[src/pkg_tpu.sv]
// Widths, data types, opcode and unit enums, latencies and the op to unit map
`default_nettype none

package pkg_tpu;

	//////////////////////////////
	// Widths
	localparam int WIDTH_DATA		= 32;
	localparam int WIDTH_ISSUE		= 6;
	localparam int WIDTH_DST		= 5;
	localparam int WIDTH_SHAMT		= $clog2(WIDTH_DATA);	// Shift amount, leading one index
	localparam int NUM_UNITS		= 4;

	// Single precision fields
	localparam int WIDTH_EXP		= 8;
	localparam int WIDTH_MANT		= 23;
	localparam int FP_BIAS			= 127;

	//////////////////////////////
	// Latencies
	localparam int DEPTH_MA			= 3;	// Multiply, add, hold
	localparam int DIV_STEPS		= 32;	// One quotient bit per step
	localparam int WIDTH_DIV_CNT	= $clog2(DIV_STEPS);

	typedef logic [WIDTH_DATA-1:0]	data_t;
	typedef logic [WIDTH_ISSUE-1:0]	issue_no_t;	// Wraps, compared by difference only
	typedef logic [WIDTH_DST-1:0]	dst_t;

	typedef enum logic [3:0] {
		OP_ADD	= 4'd0,
		OP_SUB	= 4'd1,
		OP_MUL	= 4'd2,
		OP_MAD	= 4'd3,
		OP_DIV	= 4'd4,
		OP_REM	= 4'd5,
		OP_I2F	= 4'd6,
		OP_SLL	= 4'd7,
		OP_SRL	= 4'd8,
		OP_SRA	= 4'd9,
		OP_ROL	= 4'd10,
		OP_AND	= 4'd11,
		OP_OR	= 4'd12,
		OP_XOR	= 4'd13
	} op_t;

	// Order sets arbitration priority on equal life
	typedef enum logic [1:0] {
		UNIT_MA		= 2'd0,
		UNIT_DIV	= 2'd1,
		UNIT_CNVT	= 2'd2,
		UNIT_SRL	= 2'd3
	} unit_t;

	function automatic unit_t unit_of(input op_t op);
		case (op)
			OP_ADD, OP_SUB, OP_MUL, OP_MAD:	return UNIT_MA;
			OP_DIV, OP_REM:					return UNIT_DIV;
			OP_I2F:							return UNIT_CNVT;
			default:						return UNIT_SRL;	// Shifts and logic
		endcase
	endfunction

endpackage

`default_nettype wire
[src/exe_lane.sv]
// Execute lane top: issue stage feeding the ALU
`timescale 1ns/1ps
`default_nettype none

module exe_lane
	import pkg_tpu::*;
(
	input	logic		clock,
	input	logic		arst_n,
	input	logic		cmd_req,
	input	op_t		cmd_op,
	input	dst_t		cmd_dst,
	input	data_t		cmd_src1,
	input	data_t		cmd_src2,
	input	data_t		cmd_src3,
	output	logic		cmd_ack,
	output	logic		wb_valid,
	output	issue_no_t	wb_issue_no,
	output	dst_t		wb_dst,
	output	data_t		wb_data
);

	logic [NUM_UNITS-1:0]	unit_ready;
	logic					disp_en;
	op_t					disp_op;
	dst_t					disp_dst;
	issue_no_t				disp_issue_no;
	data_t					disp_src1;
	data_t					disp_src2;
	data_t					disp_src3;
	issue_no_t				cur_issue_no;	// Reference for result age

	issue_stage issue_stage_i (
		.clock(clock), .arst_n(arst_n),
		.cmd_req(cmd_req), .cmd_op(cmd_op), .cmd_dst(cmd_dst),
		.cmd_src1(cmd_src1), .cmd_src2(cmd_src2), .cmd_src3(cmd_src3),
		.unit_ready(unit_ready), .cmd_ack(cmd_ack),
		.disp_en(disp_en), .disp_op(disp_op), .disp_dst(disp_dst),
		.disp_issue_no(disp_issue_no),
		.disp_src1(disp_src1), .disp_src2(disp_src2), .disp_src3(disp_src3),
		.cur_issue_no(cur_issue_no)
	);

	alu alu_i (
		.clock(clock), .arst_n(arst_n),
		.disp_en(disp_en), .disp_op(disp_op), .disp_dst(disp_dst),
		.disp_issue_no(disp_issue_no),
		.disp_src1(disp_src1), .disp_src2(disp_src2), .disp_src3(disp_src3),
		.cur_issue_no(cur_issue_no), .unit_ready(unit_ready),
		.wb_valid(wb_valid), .wb_issue_no(wb_issue_no), .wb_dst(wb_dst), .wb_data(wb_data)
	);

endmodule

`default_nettype wire

[src/issue_stage.sv]
// Issue stage: four-phase command intake, issue numbering, target readiness check
`timescale 1ns/1ps
`default_nettype none

module issue_stage
	import pkg_tpu::*;
(
	input	logic					clock,
	input	logic					arst_n,
	input	logic					cmd_req,
	input	op_t					cmd_op,
	input	dst_t					cmd_dst,
	input	data_t					cmd_src1,
	input	data_t					cmd_src2,
	input	data_t					cmd_src3,
	input	logic [NUM_UNITS-1:0]	unit_ready,
	output	logic					cmd_ack,
	output	logic					disp_en,
	output	op_t					disp_op,
	output	dst_t					disp_dst,
	output	issue_no_t				disp_issue_no,
	output	data_t					disp_src1,
	output	data_t					disp_src2,
	output	data_t					disp_src3,
	output	issue_no_t				cur_issue_no
);

	typedef enum logic {
		IDLE,
		ACKED
	} hs_state_t;

	hs_state_t	state;
	issue_no_t	issue_cnt;
	logic		accept;

	// Take the command only when its unit can start
	assign accept		= (state == IDLE) & cmd_req & unit_ready[unit_of(cmd_op)];
	assign cmd_ack		= (state == ACKED);
	assign cur_issue_no	= issue_cnt;

	always_ff @(posedge clock or negedge arst_n) begin
		if (!arst_n) begin
			state		<= IDLE;
			disp_en		<= 1'b0;
			issue_cnt	<= '0;
		end else begin
			disp_en <= accept;	// Pulse with the rising ack
			if (accept) begin
				state		<= ACKED;
				issue_cnt	<= issue_cnt + 1'b1;
			end else if (state == ACKED && !cmd_req) begin
				state <= IDLE;
			end
		end
	end

	always_ff @(posedge clock) begin
		if (accept) begin
			disp_op			<= cmd_op;
			disp_dst		<= cmd_dst;
			disp_issue_no	<= issue_cnt;
			disp_src1		<= cmd_src1;
			disp_src2		<= cmd_src2;
			disp_src3		<= cmd_src3;
		end
	end

	a_cmd_stable: assert property (@(posedge clock) disable iff (!arst_n)
		(cmd_req && !cmd_ack) |=> (cmd_req && $stable(cmd_op) && $stable(cmd_dst)
			&& $stable(cmd_src1) && $stable(cmd_src2) && $stable(cmd_src3)));

endmodule

`default_nettype wire

[src/alu.sv]
// ALU: dispatch decode, four execution units, oldest-first write-back arbiter
`timescale 1ns/1ps
`default_nettype none

module alu
	import pkg_tpu::*;
(
	input	logic					clock,
	input	logic					arst_n,
	input	logic					disp_en,
	input	op_t					disp_op,
	input	dst_t					disp_dst,
	input	issue_no_t				disp_issue_no,
	input	data_t					disp_src1,
	input	data_t					disp_src2,
	input	data_t					disp_src3,
	input	issue_no_t				cur_issue_no,
	output	logic [NUM_UNITS-1:0]	unit_ready,
	output	logic					wb_valid,
	output	issue_no_t				wb_issue_no,
	output	dst_t					wb_dst,
	output	data_t					wb_data
);

	logic [NUM_UNITS-1:0]	en_vec;
	logic [NUM_UNITS-1:0]	done_vec;
	logic [NUM_UNITS-1:0]	grant;
	issue_no_t				res_issue [NUM_UNITS];
	dst_t					res_dst [NUM_UNITS];
	data_t					res_data [NUM_UNITS];
	issue_no_t				life [NUM_UNITS];
	issue_no_t				best_life;
	logic					found;
	unit_t					sel;

	//////////////////////////////
	// Dispatch
	assign en_vec = disp_en ? (NUM_UNITS'(1) << unit_of(disp_op)) : '0;

	ma_unit ma_unit_i (
		.clock(clock), .arst_n(arst_n),
		.en(en_vec[UNIT_MA]), .op(disp_op), .issue_no(disp_issue_no), .dst(disp_dst),
		.src1(en_vec[UNIT_MA] ? disp_src1 : '0),
		.src2(en_vec[UNIT_MA] ? disp_src2 : '0),
		.src3(en_vec[UNIT_MA] ? disp_src3 : '0),
		.grant(grant[UNIT_MA]), .ready(unit_ready[UNIT_MA]), .done(done_vec[UNIT_MA]),
		.res_issue_no(res_issue[UNIT_MA]), .res_dst(res_dst[UNIT_MA]),
		.res_data(res_data[UNIT_MA])
	);

	idiv_unit idiv_unit_i (
		.clock(clock), .arst_n(arst_n),
		.en(en_vec[UNIT_DIV]), .op(disp_op), .issue_no(disp_issue_no), .dst(disp_dst),
		.src1(en_vec[UNIT_DIV] ? disp_src1 : '0),
		.src2(en_vec[UNIT_DIV] ? disp_src2 : '0),
		.grant(grant[UNIT_DIV]), .ready(unit_ready[UNIT_DIV]), .done(done_vec[UNIT_DIV]),
		.res_issue_no(res_issue[UNIT_DIV]), .res_dst(res_dst[UNIT_DIV]),
		.res_data(res_data[UNIT_DIV])
	);

	cnvt_unit cnvt_unit_i (
		.clock(clock), .arst_n(arst_n),
		.en(en_vec[UNIT_CNVT]), .issue_no(disp_issue_no), .dst(disp_dst),
		.src1(en_vec[UNIT_CNVT] ? disp_src1 : '0),
		.grant(grant[UNIT_CNVT]), .ready(unit_ready[UNIT_CNVT]), .done(done_vec[UNIT_CNVT]),
		.res_issue_no(res_issue[UNIT_CNVT]), .res_dst(res_dst[UNIT_CNVT]),
		.res_data(res_data[UNIT_CNVT])
	);

	srl_unit srl_unit_i (
		.clock(clock), .arst_n(arst_n),
		.en(en_vec[UNIT_SRL]), .op(disp_op), .issue_no(disp_issue_no), .dst(disp_dst),
		.src1(en_vec[UNIT_SRL] ? disp_src1 : '0),
		.src2(en_vec[UNIT_SRL] ? disp_src2 : '0),
		.grant(grant[UNIT_SRL]), .ready(unit_ready[UNIT_SRL]), .done(done_vec[UNIT_SRL]),
		.res_issue_no(res_issue[UNIT_SRL]), .res_dst(res_dst[UNIT_SRL]),
		.res_data(res_data[UNIT_SRL])
	);

	//////////////////////////////
	// Oldest-first arbiter
	always_comb begin
		found		= 1'b0;
		sel			= UNIT_MA;
		best_life	= '0;
		for (int i = 0; i < NUM_UNITS; i++) begin
			life[i] = cur_issue_no - res_issue[i];	// Modulo the issue width
			// Strict compare keeps the lower unit on a tie
			if (done_vec[i] && (!found || life[i] > best_life)) begin
				found		= 1'b1;
				sel			= unit_t'(i);
				best_life	= life[i];
			end
		end
	end

	assign grant = found ? (NUM_UNITS'(1) << sel) : '0;

	always_ff @(posedge clock or negedge arst_n) begin
		if (!arst_n)
			wb_valid <= 1'b0;
		else
			wb_valid <= found;
	end

	always_ff @(posedge clock) begin
		if (found) begin
			wb_issue_no	<= res_issue[sel];
			wb_dst		<= res_dst[sel];
			wb_data		<= res_data[sel];
		end
	end

	// A waiting result stays put until its grant
	for (genvar i = 0; i < NUM_UNITS; i++) begin : g_hold
		a_hold_until_grant: assert property (@(posedge clock) disable iff (!arst_n)
			done_vec[i] && !grant[i] |=> done_vec[i] && $stable(res_issue[i])
				&& $stable(res_data[i]));
	end

endmodule

`default_nettype wire

[src/srl_unit.sv]
// Shift, rotate and bitwise logic unit with one result hold register
`timescale 1ns/1ps
`default_nettype none

module srl_unit
	import pkg_tpu::*;
(
	input	logic		clock,
	input	logic		arst_n,
	input	logic		en,
	input	op_t		op,
	input	issue_no_t	issue_no,
	input	dst_t		dst,
	input	data_t		src1,
	input	data_t		src2,
	input	logic		grant,
	output	logic		ready,
	output	logic		done,
	output	issue_no_t	res_issue_no,
	output	dst_t		res_dst,
	output	data_t		res_data
);

	logic [WIDTH_SHAMT-1:0]		sh;
	logic [2*WIDTH_DATA-1:0]	dbl;	// Doubled word for rotate
	data_t						res;

	assign sh	= src2[WIDTH_SHAMT-1:0];
	assign dbl	= {src1, src1} << sh;

	always_comb begin
		case (op)
			OP_SLL:		res = src1 << sh;
			OP_SRL:		res = src1 >> sh;
			OP_SRA:		res = $signed(src1) >>> sh;
			OP_ROL:		res = dbl[2*WIDTH_DATA-1 -: WIDTH_DATA];
			OP_AND:		res = src1 & src2;
			OP_OR:		res = src1 | src2;
			OP_XOR:		res = src1 ^ src2;
			default:	res = '0;
		endcase
	end

	assign ready = ~done | grant;	// Free next cycle

	always_ff @(posedge clock or negedge arst_n) begin
		if (!arst_n)
			done <= 1'b0;
		else if (en)
			done <= 1'b1;
		else if (grant)
			done <= 1'b0;
	end

	always_ff @(posedge clock) begin
		if (en) begin
			res_data		<= res;
			res_issue_no	<= issue_no;
			res_dst			<= dst;
		end
	end

endmodule

`default_nettype wire

[src/cnvt_unit.sv]
// Signed integer to single precision float, truncating, with one result hold register
`timescale 1ns/1ps
`default_nettype none

module cnvt_unit
	import pkg_tpu::*;
(
	input	logic		clock,
	input	logic		arst_n,
	input	logic		en,
	input	issue_no_t	issue_no,
	input	dst_t		dst,
	input	data_t		src1,
	input	logic		grant,
	output	logic		ready,
	output	logic		done,
	output	issue_no_t	res_issue_no,
	output	dst_t		res_dst,
	output	data_t		res_data
);

	logic					sign;
	data_t					mag;
	logic [WIDTH_SHAMT-1:0]	lead;		// Position of leading one
	data_t					norm;
	logic [WIDTH_EXP-1:0]	expo;
	data_t					fp;

	assign sign	= src1[WIDTH_DATA-1];
	assign mag	= sign ? (~src1 + data_t'(1)) : src1;	// Most negative value stays exact

	always_comb begin
		lead = '0;
		for (int i = 0; i < WIDTH_DATA; i++) begin
			if (mag[i])
				lead = WIDTH_SHAMT'(i);
		end
	end

	assign norm	= mag << (WIDTH_SHAMT'(WIDTH_DATA - 1) - lead);	// Leading one to the MSB
	assign expo	= WIDTH_EXP'(FP_BIAS) + WIDTH_EXP'(lead);
	assign fp	= (mag == '0) ? '0 : {sign, expo, norm[WIDTH_DATA-2 -: WIDTH_MANT]};

	assign ready = ~done | grant;

	always_ff @(posedge clock or negedge arst_n) begin
		if (!arst_n)
			done <= 1'b0;
		else if (en)
			done <= 1'b1;
		else if (grant)
			done <= 1'b0;
	end

	always_ff @(posedge clock) begin
		if (en) begin
			res_data		<= fp;
			res_issue_no	<= issue_no;
			res_dst			<= dst;
		end
	end

endmodule

`default_nettype wire

[src/idiv_unit.sv]
// Unsigned restoring divider, quotient or remainder after DIV_STEPS iterations
`timescale 1ns/1ps
`default_nettype none

module idiv_unit
	import pkg_tpu::*;
(
	input	logic		clock,
	input	logic		arst_n,
	input	logic		en,
	input	op_t		op,
	input	issue_no_t	issue_no,
	input	dst_t		dst,
	input	data_t		src1,
	input	data_t		src2,
	input	logic		grant,
	output	logic		ready,
	output	logic		done,
	output	issue_no_t	res_issue_no,
	output	dst_t		res_dst,
	output	data_t		res_data
);

	typedef enum logic [1:0] {
		IDLE,
		RUN,
		HOLD
	} div_state_t;

	div_state_t					state;
	logic [WIDTH_DIV_CNT-1:0]	cnt;
	data_t						quo;		// Dividend shifts out, quotient shifts in
	data_t						rem;
	data_t						dvs;
	op_t						op_q;
	logic [WIDTH_DATA:0]		part;
	logic						take;
	data_t						diff;

	// Partial remainder with the next dividend bit
	assign part	= {rem, quo[WIDTH_DATA-1]};
	assign take	= part >= {1'b0, dvs};	// Always true for a zero divisor
	assign diff	= part[WIDTH_DATA-1:0] - dvs;

	assign ready		= (state == IDLE);
	assign done			= (state == HOLD);
	assign res_data		= (op_q == OP_REM) ? rem : quo;

	//////////////////////////////
	// Control
	always_ff @(posedge clock or negedge arst_n) begin
		if (!arst_n) begin
			state	<= IDLE;
			cnt		<= '0;
		end else begin
			case (state)
				IDLE: if (en) begin
					state	<= RUN;
					cnt		<= '0;
				end
				RUN: begin
					cnt <= cnt + 1'b1;
					if (cnt == WIDTH_DIV_CNT'(DIV_STEPS - 1))
						state <= HOLD;
				end
				HOLD: if (grant) state <= IDLE;
				default: state <= IDLE;
			endcase
		end
	end

	//////////////////////////////
	// Datapath
	always_ff @(posedge clock) begin
		if (state == IDLE && en) begin
			quo				<= src1;
			rem				<= '0;
			dvs				<= src2;
			op_q			<= op;
			res_issue_no	<= issue_no;
			res_dst			<= dst;
		end else if (state == RUN) begin
			quo <= {quo[WIDTH_DATA-2:0], take};
			rem <= take ? diff : part[WIDTH_DATA-1:0];
		end
	end

	a_en_in_idle: assert property (@(posedge clock) disable iff (!arst_n)
		en |-> state == IDLE);

endmodule

`default_nettype wire

[src/ma_unit.sv]
// Multiply-add unit: three stage pipeline with global stall on an ungranted result
`timescale 1ns/1ps
`default_nettype none

module ma_unit
	import pkg_tpu::*;
(
	input	logic		clock,
	input	logic		arst_n,
	input	logic		en,
	input	op_t		op,
	input	issue_no_t	issue_no,
	input	dst_t		dst,
	input	data_t		src1,
	input	data_t		src2,
	input	data_t		src3,
	input	logic		grant,
	output	logic		ready,
	output	logic		done,
	output	issue_no_t	res_issue_no,
	output	dst_t		res_dst,
	output	data_t		res_data
);

	logic					stall;
	logic [DEPTH_MA-1:0]	vld;			// One valid bit per stage
	data_t					x_in;
	data_t					y_in;
	data_t					s1_x;
	data_t					s1_y;
	data_t					s2_sum;
	data_t					s3_data;
	issue_no_t				tok_issue [DEPTH_MA];
	dst_t					tok_dst [DEPTH_MA];

	assign stall		= vld[DEPTH_MA-1] & ~grant;
	// Dispatch lands a cycle after ready, so stage 2 must not be about to fill the hold
	assign ready		= ~stall & ~vld[DEPTH_MA-2];
	assign done			= vld[DEPTH_MA-1];
	assign res_issue_no	= tok_issue[DEPTH_MA-1];
	assign res_dst		= tok_dst[DEPTH_MA-1];
	assign res_data		= s3_data;

	// Stage 1 operands, product bypassed for ADD and SUB
	always_comb begin
		x_in = src1;
		y_in = src2;
		case (op)
			OP_SUB: y_in = ~src2 + data_t'(1);
			OP_MUL: begin
				x_in = src1 * src2;	// Low word only
				y_in = '0;
			end
			OP_MAD: begin
				x_in = src1 * src2;
				y_in = src3;
			end
			default: ;
		endcase
	end

	always_ff @(posedge clock or negedge arst_n) begin
		if (!arst_n) begin
			vld <= '0;
		end else if (!stall) begin
			vld <= {vld[DEPTH_MA-2:0], en};
		end
	end

	always_ff @(posedge clock) begin
		if (!stall) begin
			s1_x		<= x_in;
			s1_y		<= y_in;
			s2_sum		<= s1_x + s1_y;
			s3_data		<= s2_sum;		// Hold stage
			tok_issue[0]	<= issue_no;
			tok_dst[0]		<= dst;
			for (int i = 1; i < DEPTH_MA; i++) begin
				tok_issue[i]	<= tok_issue[i-1];
				tok_dst[i]		<= tok_dst[i-1];
			end
		end
	end

	a_no_en_in_stall: assert property (@(posedge clock) disable iff (!arst_n)
		en |-> !stall);

endmodule

`default_nettype wire

[config.mk]
export PLATFORM = sky130hd
export DESIGN_NAME = exe_lane
export DESIGN_NICKNAME = d
export VERILOG_FILES = /design/src/pkg_tpu.sv /design/src/exe_lane.sv /design/src/issue_stage.sv /design/src/alu.sv /design/src/srl_unit.sv /design/src/cnvt_unit.sv /design/src/idiv_unit.sv /design/src/ma_unit.sv
export SDC_FILE = /design/constraint.sdc
export NUM_CORES = 2
export LEC_CHECK = 0
export BUFFER_PORTS_ARGS = -buffer_cell sky130_fd_sc_hd__buf_2
export CAP_MARGIN = 30
export CORE_UTILIZATION = 25
export DETAILED_ROUTE_END_ITERATION = 12
export PLACE_DENSITY = 0.44
export SYNTH_ARGS = -nofsm -noshare
export SYNTH_HDL_FRONTEND = slang
export SYNTH_SLANG_ARGS = --single-unit
[constraint.sdc]
create_clock -name clock -period 23 [get_ports clock]
set_clock_uncertainty 0.2 [all_clocks]
set_input_delay 4.6 -clock clock [delete_from_list [all_inputs] [get_ports clock]]
set_output_delay 4.6 -clock clock [all_outputs]
set_load 0.01 [all_outputs]
==> Implementation_results.wiki <==
{| class="wikitable"
! Metric !! Value
|-
| GR Util All Layers || 20.2%
|-
| Post-synthesis xor/xnor area fraction || 3.28%
|-
| Fraction of the mapped netlist area in simple logic gates || 15.5%
|-
| Starting density of the core || 25.2%
|-
| Detail Route Antenna Nets || 0
|-
| Count of standard-cell rows || 163
|-
| Final hold violation count || 0
|-
| Cts bufs inserted || 66
|-
| Post-synth EDFFs || 480
|-
| Worst vdd ir || 59.9 uV
|-
| DPL Wire Length || 147000 um
|-
| Fin crit share || 46.1%
|-
| Delay of the slowest cell on the worst path || 790 ps
|-
| Slowest stage cell on the critical path || sky130_fd_sc_hd__o21ai_1
|-
| Met2 routing resource usage after global routing || 31.7%
|-
| Placed instance area || 0.0534 sq mm
|-
| Setup Viol. Count Final || 0
|-
| Total congestion overflow || 0
|-
| Main combinational cell family by area after synthesis || adder cells
|-
| DR vias || 40822
|-
| Count of synthesis-stage warnings from yosys || 0
|-
| Primary FF master, synth || sky130_fd_sc_hd__edfxtp_1
|-
| Async S/R FF share, synth || 3.94%
|-
| Initial antenna violation count || 37
|-
| Hold_ws || 211 ps
|-
| Arrival time at the worst endpoint || 10680 ps
|-
| Count of cells resized by post-cts repair || 0
|-
| Multiplexer fraction of the synthesized cell area || 4.12%
|-
| Clock input transition at the sequential cells of the worst setup and hold paths || 60 ps
|-
| Routing usage on met1 || 28.0%
|-
| Setup repair after global routing missed its margin || false
|-
| DRC violation count after routing || 0
|-
| Global-route layer with the greatest usage || met2
|-
| Total placed cells including tap cells || 7966
|-
| Cells after Synth || 5404
|-
| Fraction of layout instances using a drive strength above 1 || 8.81%
|-
| Netlist cell types || 97
|-
| Cell area after layout || 0.0556 sq mm
|-
| Family of cells with the greatest summed delay on the critical path || compound AO/OA/AOI/OAI gates
|-
| Clock latency reported for the late side of the worst-skew pair || 690 ps
|-
| Result of the run || complete, no violations
|-
| Sequential area share after synthesis || 31.4%
|-
| Number of hold buffers added after CTS || 0
|-
| Pwr dens || 90.7 mW/mm^2
|-
| Number of input and output port buffers inserted || 152
|-
| Average detailed-routed wire length per instance || 25.0 um
|-
| Master cell of the clock root buffer || sky130_fd_sc_hd__clkbuf_16
|-
| Horizontal extent of the die || 448 um
|-
| Worst min-delay path class || reg2reg
|-
| Worst Path Class, Setup || reg2reg
|-
| Chip height || 448 um
|-
| Nature of the critical path endpoint || register
|-
| Pin count of the biggest net entering global routing || 92
|-
| Nature of the critical path startpoint || register
|-
| Buffers plus inverters on the worst setup path || 4
|-
| Initial DRT Pass Iterations || 6
|-
| Flip-flop and latch count after synthesis || 533
|-
| Wire length of the first global-routing pass || 294000 um
|-
| Iteration-0 DRC count of the detailed router || 4223
|-
| Maximum frequency from static timing analysis || 94.4 MHz
|-
| Final Non-Filler Cells || 8088
|-
| Clock tree from TritonCTS || yes
|-
| Area overhead of the layout relative to synthesis || 11.9%
|-
| Dominant cell type by count on the critical path || sky130_fd_sc_hd__a21oi_1
|-
| Layout Nets || 6216
|-
| CTS sink count || 533
|-
| Leading cell types by total area after synthesis || sky130_fd_sc_hd__edfxtp_1, sky130_fd_sc_hd__fa_1, sky130_fd_sc_hd__ha_1
|-
| Total Wirelength || 202000 um
|-
| Top cell type by total area after synthesis || sky130_fd_sc_hd__edfxtp_1
|-
| Area share of the largest cell type after synthesis || 29.0%
|-
| Number of setup buffers added after CTS || 0
|-
| Area of the die || 0.201 sq mm
|-
| Worst slew pin tran || 1160 ps
|-
| Area fraction in compound gates after synthesis || 13.5%
|-
| Post-synth net total || 6222
|-
| Routability congestion estimate from global placement || 0.941
|-
| Depth of the CTS H-tree || 3
|-
| Data required time of the worst path || 23090 ps
|-
| Via count of the first global-routing pass || 40854
|-
| Adder-cell share of the synthesized area || 24.1%
|-
| Worst relative slew slack || 23.0%
|-
| Final setup TNS || 0 ps
|-
| Post-synthesis instance area || 0.0497 sq mm
|-
| Worst setup slack after placement || 12440 ps
|-
| Detail-routed via count per cell || 5.05
|-
| Crit path setup slack, layout || 12410 ps
|-
| Lkg Pwr || 24.7 nW
|-
| Minimum clock period || 10590 ps
|-
| Core area || 0.197 sq mm
|-
| Count of final max-slew check failures || 0
|-
| Maximum fanout count along the critical path || 57
|-
| Count of maximum capacitance violations || 0
|-
| Post-Syn Area per Cell || 9.19 sq um
|-
| Io pins || 153
|-
| Maximum root-to-sink buffer count || 3
|-
| Met3 routing resource usage after global routing || 3.15%
|}
## cells by family after synthesis
logic type,Yosys count
AOI/OAI and AO/OA,1037
xor gates and xnor gates,186
adders and majority gates,710
buffers and inverters,1045
DFF,533
muxes,199
and+or+nand+nor,1694
## per-layer routing
metal / share of wire, % / routed length, um / up-vias
met5: 0.016 / 32 / -
met1: 45 / 90300 / 20591
met4: 3.6 / 7260 / 4
met3: 6.9 / 14000 / 319
li1: - / - / 18312
met2: 45 / 90800 / 1596
## through the flow
stage	total power, mW	utilization, %
finish	5.05	28.2
global route	5.38	28.2
CTS	5.08	28.1
detailed placement	4.00	27.1
global placement	4.00	27.0
floorplan	3.09	-
## Yosys cell counts, drive strengths merged, types with 18 or more instances
cell    number
xnor2      129
a21oi      257
a221oi      19
or2         32
mux2i      176
nor2       295
nor2b       18
inv        680
o22ai       26
nor3       123
dfrtp       21
dfxtp       32
xor2        57
o211ai      25
ha         296
o31ai       25
or3         25
clkbuf     314
mux2        21
o21ai      267
a221o       41
and3        89
a31oi       71
nand2      785
buf         48
fa         414
a21o        61
edfxtp     480
a22oi       61
nand3       91
a211oi      31
nand2b      41
o21a        22
and2       136
## final cells by class
| type | instances | area [sq um] |
|---|---|---|
| timing repair buffer | 288 | 1830 |
| clock inverter | 33 | 337 |
| antenna | 1 | 2.50 |
| tap | 2640 | 3300 |
| fill | 21201 | 142000 |
| inverter | 683 | 2570 |
| multi-input combinational | 3826 | 30200 |
| sequential | 533 | 15600 |
| clock buffer | 84 | 1800 |
## worst paths after layout
path	startpoint	cells after the start	endpoint	slack [ps]
min reg2reg	alu_i.ma_unit_i.s2_sum[30]	0	alu_i.ma_unit_i.res_data[30]	210
min	alu_i.ma_unit_i.s2_sum[30]	0	alu_i.ma_unit_i.res_data[30]	210
min in group asynchronous	arst_n	1	issue_stage_i.cur_issue_no[2]	3750
max	issue_stage_i.cur_issue_no[1]	37	issue_stage_i.disp_src2[27]	12410
max in group asynchronous	arst_n	1	issue_stage_i.cmd_ack	18410
max reg2reg	issue_stage_i.cur_issue_no[1]	37	issue_stage_i.disp_src2[27]	12410
## power breakdown
group / internal, mW / switching (mW)
logic: 0.822 / 1.60
registers: 1.40 / 0.177
clock network: 0.604 / 0.446
total: 2.82 / 2.22
## worst reg2reg max path, delay by kind of cell (launching register included)
| kind | cells | cell delay, ps |
|---|---|---|
| adder cells (fa/ha/maj) | 4 | 1310 |
| buffers and inverters | 4 | 2050 |
| AO/OA/AOI/OAI | 20 | 4130 |
| XOR/XNOR | 1 | 180 |
| flip-flops | 1 | 690 |
| AND/OR/NAND/NOR | 8 | 1510 |
## cell usage in the layout, fill, tap and decap left out, types with 68 or more instances in the layout
| cell type | Yosys | layout |
|---|---|---|
| sky130_fd_sc_hd__nand2_1 | 784 | 782 |
| sky130_fd_sc_hd__inv_1 | 678 | 676 |
| sky130_fd_sc_hd__edfxtp_1 | 480 | 480 |
| sky130_fd_sc_hd__fa_1 | 414 | 414 |
| sky130_fd_sc_hd__ha_1 | 296 | 296 |
| sky130_fd_sc_hd__nor2_1 | 293 | 286 |
| sky130_fd_sc_hd__a21oi_1 | 257 | 256 |
| sky130_fd_sc_hd__o21ai_0 | 255 | 255 |
| sky130_fd_sc_hd__mux2i_1 | 175 | 175 |
| sky130_fd_sc_hd__buf_2 | 10 | 152 |
| sky130_fd_sc_hd__and2_1 | 133 | 132 |
| sky130_fd_sc_hd__buf_4 | 4 | 132 |
| sky130_fd_sc_hd__xnor2_1 | 129 | 129 |
| sky130_fd_sc_hd__nor3_1 | 122 | 121 |
| sky130_fd_sc_hd__nand3_1 | 91 | 89 |
| sky130_fd_sc_hd__and3_1 | 89 | 86 |
| sky130_fd_sc_hd__a31oi_1 | 71 | 71 |
| sky130_fd_sc_hd__clkbuf_16 | 0 | 68 |
Power figures use the tool's default switching activity.
